$ cat config.mk
export PLATFORM = sky130hd
export DESIGN_NAME = channel_readout
export DESIGN_NICKNAME = d
export VERILOG_FILES = /design/src/hw/readout_pkg.sv /design/src/hw/stream_fifo.sv /design/src/hw/burst_width_converter.sv /design/src/hw/readout_sequencer.sv /design/src/hw/link_tx_mux.sv /design/src/hw/channel_readout.sv
export SDC_FILE = /design/constraint.sdc
export NUM_CORES = 2
export LEC_CHECK = 0
export BUFFER_PORTS_ARGS = -buffer_cell sky130_fd_sc_hd__buf_4
export CORE_MARGIN = 2
export CORE_UTILIZATION = 45
export CTS_BUF_LIST = sky130_fd_sc_hd__clkbuf_16
export CTS_CLUSTER_DIAMETER = 50
export DETAILED_ROUTE_END_ITERATION = 10
export GPL_ROUTABILITY_DRIVEN = 1
export PLACE_DENSITY = 0.71
export SETUP_SLACK_MARGIN = 0.5
export SYNTH_ARGS = -nofsm -noshare
export SYNTH_HDL_FRONTEND = slang
export SYNTH_SLANG_ARGS = --single-unit
$ cat constraint.sdc
create_clock -name clk125 -period 14.5 [get_ports clk125]
set_input_delay 2.175 -clock clk125 [delete_from_list [all_inputs] [get_ports clk125]]
set_output_delay 2.175 -clock clk125 [all_outputs]
set_load 0.02 [all_outputs]
$ cat src/hw/readout_pkg.sv
package readout_pkg;

  ////////////////////////////////////////////////////////////
  // widths of the readout path
  localparam int burst_w         = 128;  // one memory burst
  localparam int word_w          = 32;   // one link word
  localparam int words_per_burst = burst_w / word_w;  // 4 words per burst

  // fifo sizing
  localparam int burst_fifo_depth = 16;
  localparam int burst_fifo_afull = 12;  // warn memory side at this fill level
  localparam int cmd_fifo_depth   = 4;

  ////////////////////////////////////////////////////////////
  // payload types
  typedef logic [burst_w-1:0] burst_t;
  typedef logic [word_w-1:0]  word_t;

  typedef struct packed {
    logic   last;  // last beat of the fill
    burst_t data;
  } burst_beat_t;

  typedef struct packed {
    logic  last;   // end of frame on the link
    word_t data;
  } word_beat_t;

endpackage

$ cat src/hw/stream_fifo.sv
`timescale 1ns/1ns

// circular buffer with first-word fall-through read side
module stream_fifo #(
  parameter type payload_t = logic [7:0],
  parameter int  depth     = 4
) (
  input  logic     clk125,
  input  logic     rst_n,
  input  logic     in_valid,     // write request, dropped when full
  input  payload_t in_beat,
  output logic     in_ready,     // not full
  output logic     out_valid,    // head entry present
  output payload_t out_beat,     // head entry, shown before the pop
  input  logic     out_ready,
  output logic     almost_full   // registered level warning
);

  localparam int ptr_w = (depth > 1) ? $clog2(depth) : 1;
  localparam int cnt_w = $clog2(depth + 1);

  payload_t         mem [depth];  // storage, no reset needed
  logic [ptr_w-1:0] wr_ptr;
  logic [ptr_w-1:0] rd_ptr;
  logic [cnt_w-1:0] count;        // occupancy
  logic             push;
  logic             pop;

  assign in_ready  = (count != cnt_w'(depth));
  assign push      = in_valid && in_ready;   // full fifo ignores the write
  assign out_valid = (count != '0);
  assign pop       = out_valid && out_ready;
  assign out_beat  = mem[rd_ptr];            // fall-through head

  always_ff @(posedge clk125) begin
    if (push) begin
      mem[wr_ptr] <= in_beat;
    end
  end

  ////////////////////////////////////////////////////////////
  // pointers, count and warning flag
  always_ff @(posedge clk125) begin
    if (!rst_n) begin
      wr_ptr      <= '0;
      rd_ptr      <= '0;
      count       <= '0;
      almost_full <= 1'b0;
    end else begin
      if (push) begin
        wr_ptr <= (wr_ptr == ptr_w'(depth - 1)) ? '0 : wr_ptr + 1'b1;  // wrap
      end
      if (pop) begin
        rd_ptr <= (rd_ptr == ptr_w'(depth - 1)) ? '0 : rd_ptr + 1'b1;
      end
      case ({push, pop})
        2'b10:   count <= count + 1'b1;
        2'b01:   count <= count - 1'b1;
        default: count <= count;     // idle or push and pop together
      endcase
      // one cycle behind the count
      almost_full <= (int'(count) >= readout_pkg::burst_fifo_afull);
    end
  end

endmodule

$ cat src/hw/burst_width_converter.sv
`timescale 1ns/1ns

// splits one burst beat into link words, lowest slice first
module burst_width_converter (
  input  logic                     clk125,
  input  logic                     rst_n,
  input  logic                     in_valid,
  input  readout_pkg::burst_beat_t in_beat,
  output logic                     in_ready,
  output logic                     out_valid,
  output readout_pkg::word_beat_t  out_beat,
  input  logic                     out_ready
);

  localparam int idx_w = $clog2(readout_pkg::words_per_burst);
  localparam logic [idx_w-1:0] idx_max = idx_w'(readout_pkg::words_per_burst - 1);

  readout_pkg::burst_beat_t beat;  // held burst, payload only
  logic                     loaded;    // beat register holds data
  logic [idx_w-1:0]         idx;       // word being offered
  logic                     last_word;
  logic                     word_fire;
  logic                     load;

  assign last_word = (idx == idx_max);
  assign word_fire = out_valid && out_ready;
  // take a new beat when empty or while the final word leaves
  assign in_ready  = !loaded || (word_fire && last_word);
  assign load      = in_valid && in_ready;
  assign out_valid = loaded;

  always_comb begin
    out_beat.data = beat.data[idx*readout_pkg::word_w +: readout_pkg::word_w];
    out_beat.last = beat.last && last_word;  // only word 3 of a last beat
  end

  always_ff @(posedge clk125) begin
    if (load) begin
      beat <= in_beat;
    end
  end

  ////////////////////////////////////////////////////////////
  // word index and occupancy
  always_ff @(posedge clk125) begin
    if (!rst_n) begin
      loaded <= 1'b0;
      idx    <= '0;
    end else if (load) begin
      loaded <= 1'b1;    // back-to-back beats keep it set
      idx    <= '0;
    end else if (word_fire) begin
      idx <= idx + 1'b1;
      if (last_word) begin
        loaded <= 1'b0;  // released after word 3
      end
    end
  end

endmodule

$ cat src/hw/readout_sequencer.sv
`timescale 1ns/1ns

// picks the link source, never splitting a command frame
module readout_sequencer (
  input  logic clk125,
  input  logic rst_n,
  input  logic start_readout,  // one-cycle request
  input  logic cmd_accept,     // command word taken by the link
  input  logic ddr3_accept,    // memory word taken by the link
  input  logic accept_last,    // last flag of the taken word
  output logic use_ddr3_data,
  output logic readout_busy
);

  logic pending;         // readout requested, not yet switched
  logic frame_open;      // command frame in progress
  logic frame_open_nxt;  // frame state after this cycle's accept

  // a word taken this cycle may open or close the frame
  always_comb begin
    frame_open_nxt = frame_open;
    if (cmd_accept) begin
      frame_open_nxt = !accept_last;
    end
  end

  assign readout_busy = pending || use_ddr3_data;

  ////////////////////////////////////////////////////////////
  // source selection
  always_ff @(posedge clk125) begin
    if (!rst_n) begin
      pending       <= 1'b0;
      frame_open    <= 1'b0;
      use_ddr3_data <= 1'b0;
    end else begin
      frame_open <= frame_open_nxt;
      if (start_readout) begin
        pending <= 1'b1;
      end
      if (use_ddr3_data) begin
        if (ddr3_accept && accept_last) begin
          use_ddr3_data <= 1'b0;  // fill done, back to commands
        end
      end else if (pending && !frame_open_nxt) begin
        use_ddr3_data <= 1'b1;    // no frame open, safe to switch
        pending       <= 1'b0;
      end
    end
  end

endmodule

$ cat src/hw/link_tx_mux.sv
`timescale 1ns/1ns

// 2:1 stream mux toward the serial link, with pause
module link_tx_mux (
  input  logic                    clk125,
  input  logic                    rst_n,
  input  logic                    readout_pause,  // async level from master
  input  logic                    use_ddr3_data,  // 1 = memory words
  input  logic                    ddr3_valid,
  input  readout_pkg::word_beat_t ddr3_beat,
  output logic                    ddr3_ready,
  input  logic                    cmd_valid,
  input  readout_pkg::word_beat_t cmd_beat,
  output logic                    cmd_ready,
  output logic                    tx_valid,
  output readout_pkg::word_t      tx_data,
  output logic                    tx_last,
  input  logic                    tx_ready,
  output logic                    ddr3_accept,    // memory word taken
  output logic                    cmd_accept,     // command word taken
  output logic                    accept_last
);

  logic pause_meta;  // first sync stage
  logic pause_sync;  // usable pause level
  logic link_go;     // link takes a word from the selected source

  ////////////////////////////////////////////////////////////
  // two-flop synchronizer for the pause level
  always_ff @(posedge clk125) begin
    if (!rst_n) begin
      pause_meta <= 1'b0;
      pause_sync <= 1'b0;
    end else begin
      pause_meta <= readout_pause;
      pause_sync <= pause_meta;
    end
  end

  ////////////////////////////////////////////////////////////
  // combinational steering
  assign link_go  = tx_ready && !pause_sync;

  // no offer to the link while paused
  assign tx_valid = !pause_sync && (use_ddr3_data ? ddr3_valid : cmd_valid);
  assign tx_data  = use_ddr3_data ? ddr3_beat.data : cmd_beat.data;
  assign tx_last  = use_ddr3_data ? ddr3_beat.last : cmd_beat.last;

  // ready goes only to the active source
  assign ddr3_ready = use_ddr3_data && link_go;
  assign cmd_ready  = !use_ddr3_data && link_go;

  // strobes for the sequencer, pause already folded into ready
  assign ddr3_accept = ddr3_valid && ddr3_ready;
  assign cmd_accept  = cmd_valid && cmd_ready;
  assign accept_last = tx_last;  // meaningful with either strobe

endmodule

$ cat src/hw/channel_readout.sv
`timescale 1ns/1ns

// readout path from memory bursts to the serial link
module channel_readout (
  input  logic                clk125,
  input  logic                rst_n,
  // memory side
  input  logic                burst_valid,
  input  readout_pkg::burst_t burst_data,
  input  logic                burst_last,    // last beat of the fill
  output logic                burst_afull,   // memory side must stop
  // command side
  input  logic                cmd_valid,
  input  readout_pkg::word_t  cmd_data,
  input  logic                cmd_last,
  output logic                cmd_ready,
  // control
  input  logic                start_readout,
  input  logic                readout_pause,
  output logic                readout_busy,
  // link side
  output logic                tx_valid,
  output readout_pkg::word_t  tx_data,
  output logic                tx_last,
  input  logic                tx_ready
);

  readout_pkg::burst_beat_t burst_in_beat;
  readout_pkg::burst_beat_t burst_head;       // fifo head to converter
  readout_pkg::word_beat_t  cmd_in_beat;
  readout_pkg::word_beat_t  cmd_head;         // fifo head to mux
  readout_pkg::word_beat_t  ddr3_word;        // converter output
  logic                     burst_head_valid;
  logic                     burst_head_ready;
  logic                     cmd_head_valid;
  logic                     cmd_head_ready;
  logic                     ddr3_word_valid;
  logic                     ddr3_word_ready;
  logic                     use_ddr3_data;
  logic                     ddr3_accept;
  logic                     cmd_accept;
  logic                     accept_last;

  assign burst_in_beat = '{last: burst_last, data: burst_data};
  assign cmd_in_beat   = '{last: cmd_last, data: cmd_data};

  ////////////////////////////////////////////////////////////
  // input buffering
  stream_fifo #(
    .payload_t (readout_pkg::burst_beat_t),
    .depth     (readout_pkg::burst_fifo_depth)
  ) u_burst_fifo (
    .clk125(clk125), .rst_n(rst_n),
    .in_valid(burst_valid), .in_beat(burst_in_beat), .in_ready(),  // overflow dropped
    .out_valid(burst_head_valid), .out_beat(burst_head), .out_ready(burst_head_ready),
    .almost_full(burst_afull)
  );

  stream_fifo #(
    .payload_t (readout_pkg::word_beat_t),
    .depth     (readout_pkg::cmd_fifo_depth)
  ) u_cmd_fifo (
    .clk125(clk125), .rst_n(rst_n),
    .in_valid(cmd_valid), .in_beat(cmd_in_beat), .in_ready(cmd_ready),
    .out_valid(cmd_head_valid), .out_beat(cmd_head), .out_ready(cmd_head_ready),
    .almost_full()
  );

  ////////////////////////////////////////////////////////////
  // 128 to 32 bit split, source control and link mux
  burst_width_converter u_width_conv (
    .clk125(clk125), .rst_n(rst_n),
    .in_valid(burst_head_valid), .in_beat(burst_head), .in_ready(burst_head_ready),
    .out_valid(ddr3_word_valid), .out_beat(ddr3_word), .out_ready(ddr3_word_ready)
  );

  readout_sequencer u_sequencer (
    .clk125(clk125), .rst_n(rst_n), .start_readout(start_readout),
    .cmd_accept(cmd_accept), .ddr3_accept(ddr3_accept), .accept_last(accept_last),
    .use_ddr3_data(use_ddr3_data), .readout_busy(readout_busy)
  );

  link_tx_mux u_link_mux (
    .clk125(clk125), .rst_n(rst_n), .readout_pause(readout_pause),
    .use_ddr3_data(use_ddr3_data),
    .ddr3_valid(ddr3_word_valid), .ddr3_beat(ddr3_word), .ddr3_ready(ddr3_word_ready),
    .cmd_valid(cmd_head_valid), .cmd_beat(cmd_head), .cmd_ready(cmd_head_ready),
    .tx_valid(tx_valid), .tx_data(tx_data), .tx_last(tx_last), .tx_ready(tx_ready),
    .ddr3_accept(ddr3_accept), .cmd_accept(cmd_accept), .accept_last(accept_last)
  );

endmodule

==> results.md <==
- Cts bufs inserted: 219
- Root Buffer: clkbuf_16
- Final worst path period need: 5.10 ns
- Max-Cap Viols: 0
- Initial antenna violation count: 35
- Vias after detailed routing: 41600
- Site Rows: 162
- Max Slew Vio Count: 0
- Mapped Cells: 3805
- Setup Fix Bufs, Post-CTS: 0
- Yosys warnings: 0
- Reg2Reg Depth: 7
- Hold-fix buffers, CTS: 0
- Final hold vios: 0
- First-pass GRT wire length: 301000 um
- RSZ-0062 raised after global routing: false
- Tot GR Track Use: 0.212
- Max Used Layer: met5
- Post-route ant nets: 0
- Yosys top cell by area: edfxtp_1
- Final setup viols: 0
- Slowest stage delay, CP: 0.70 ns
- Worst path depth: 5
- Critical path type: flop to primary output
- Worst path slowest cell: mux4_2
- Least-Margin Pin Slew: 1.18 ns
- Total grt overflow: 0
- Crit Path Max Fanout: 34
- Pwr/cell area: 171 nW/um^2
- Tcrit/Tclk final: 0.352
- Io pins: 206
- Yosys reg bits: 2356
- PortBufs: 205
- Setup WS pre-CTS: 9.12 ns
- Seq/Total Area, Yosys: 0.800
- Routed length on met1: 82200 um
- Die footprint: 199000 um^2
- Vias in the first global route: 41300
- H-tree levels: 4
- Global placer's final weighted congestion: 0.788
- Clock buffer depth: 3
- WP buf/inv: 2
- Core Area: 195000 um^2
- Synth-to-layout area growth: 13.7%
- Worst Skew: 0.0670 ns
- Distinct cell type count after synthesis: 54
- Max Clk Rate: 196 MHz
- Nets: 4291
- Mapped Nets: 3991
- Die span in x: 446 um
- Largest net degree at the start of global routing: 110
- Post-CTS Resized: 0
- CTS tree: built
- Synth area leaders: edfxtp_1 (79%), mux4_2 (15%), o22ai_1 (1.8%)
- DPL Wire Length: 114000 um
- Worst setup SP type: flop
- Synth async-reset ratio: 0
- Synthesized area: 88100 um^2
- DR pass1 iterations: 5
- Clock transition at path regs: 0.06 ns
- Clock latency on the worst-skew pair: 0.88 ns
- CP arrival: 2.92 ns
- Leakage: 0.0309 uW
- DR WL met2: 104000 um
- Iter 0 DRT Violations: 5289
- Reg2Reg Setup Slack: 9.93 ns
- Starting Density: 0.452
- Sum Neg Setup Slack: 0 ns
- Crit-path cells: buf_4, mux4_2, nand2_1, nand2_1, buf_4
- CTS Sinks: 2356
- Outcome: finished clean
- Worst min path class: flop to flop
- Routed len/inst: 30.6 um
- Die Y-Extent: 446 um
- Share of cells above drive strength 1: 0.281
- CP endpoint kind: primary output
- Worst vdd ir: 136 uV
- Syn Area/Cell: 23.1 um^2
- CP top delay family: buffers and inverters
- Via density per instance: 6.01
- Ys flop type: edfxtp_1
- Hold depth: 1
- Crit path required time: 12.32 ns
- EDFF count, synth: 2325
- Met3 WL: 20600 um
- Max transition margin: 0.217
- DRC: 0
- Synth top area share: 0.793
- WL final: 212000 um
- Setup ws final: 9.40 ns
## metrics by stage
stage | utilization | hold WS, ns | total power (uW) | std cells | cell area (um^2)
floorplan | - | 0.412 | 10500 | 3805 | 88100
global placement | 0.477 | 0.424 | 11600 | 6508 | 92900
detailed placement | 0.477 | 0.419 | 11600 | 6508 | 92900
CTS | 0.514 | 0.450 | 17200 | 6909 | 100000
global route | 0.514 | 0.487 | 17700 | 6915 | 100000
finish | 0.514 | 0.447 | 17100 | 6921 | 100000
## worst reg2reg max path, cell delays in order (launching register included)
cell and delay (ns):
dfxtp_4 0.82, buf_4 0.70, buf_4 0.75, buf_4 0.65, buf_4 0.56, mux4_2 0.41, o22ai_1 0.21, nor2_1 0.15
## where the power goes
part           leakage (uW)  internal (uW)  switching, uW  total (uW)
clock               0.00367           3140           2490        5630
sequential           0.0213           8030            284        8310
combinational       0.00594           1340           1830        3170
total                0.0309          12500           4610       17100
## per-layer routing
metal,vias to the layer above,track usage
li1,16800,-
met1,22200,0.293
met2,2246,0.342
met3,348,0.0484
met4,32,0.0561
met5,-,0
## cells in the mapped netlist (4+ instances only)
master / instances
clkbuf_1: 120
ha_1: 16
and3_1: 5
nor3_1: 6
o21ai_0: 7
nor2_1: 147
o22ai_1: 258
or3_1: 6
a21boi_1: 5
xnor2_1: 4
nand2b_1: 7
a21oi_1: 4
inv_1: 12
nand3_1: 6
buf_2: 76
edfxtp_1: 2325
dfxtp_1: 31
buf_1: 9
nor2b_1: 7
and2_1: 9
mux2i_1: 9
nand2_1: 114
mux4_2: 580
## area by class of cell
class | count | area [um^2]
antenna | 12 | 30.0
fill | 14600 | 94700
clock inverter | 182 | 1640
multi-input combinational | 1229 | 16800
tap | 2624 | 3280
clock buffer | 219 | 5480
timing repair buffer | 285 | 2300
sequential | 2356 | 70500
inverter | 14 | 52.6
## logic make-up after synthesis
| kind of cell | synth area share |
|---|---|
| flops | 0.800 |
| mux | 0.150 |
| simple gates | 0.0157 |
| compound gates | 0.0211 |
| buf+inv | 0.0105 |
| fa+ha+maj | 0.00250 |
| xor+xnor | 0.000696 |
## placed cells by master, fill, tap and decap left out, drive strengths merged, types with 7 or more instances in the layout
cell type / netlist / layout
nand2b: 7 / 7
ha: 16 / 16
nand2: 114 / 114
clkinv: 1 / 95
clkbuf: 120 / 219
diode: 0 / 12
and2: 9 / 9
nor2b: 7 / 7
mux4: 580 / 580
o22ai: 258 / 258
inv: 13 / 77
o21ai: 8 / 8
nor2: 147 / 147
dfxtp: 31 / 31
bufinv: 0 / 21
edfxtp: 2325 / 2325
mux2i: 9 / 9
buf: 86 / 285
## state kept, by name, summed over array words and instances (netlist names), 2 cells and up, named ones only
| signal | count |
|---|---|
| u_cmd_fifo.rd_ptr | 2 |
| u_width_conv.beat | 129 |
| u_cmd_fifo.mem | 132 |
| u_width_conv.idx | 2 |
| u_burst_fifo.mem | 2064 |
| u_burst_fifo.count | 5 |
| u_cmd_fifo.count | 3 |
| u_burst_fifo.wr_ptr | 4 |
| u_burst_fifo.rd_ptr | 4 |
| u_cmd_fifo.wr_ptr | 2 |
## worst paths after layout
kind,endpoint,startpoint
max,tx_data[24],u_width_conv.idx[0]
max reg2reg,u_width_conv.beat[64],u_burst_fifo.rd_ptr[1]
min reg2reg,u_link_mux.pause_sync,u_link_mux.pause_meta
min,u_link_mux.pause_sync,u_link_mux.pause_meta
Power figures use the tool's default switching activity.
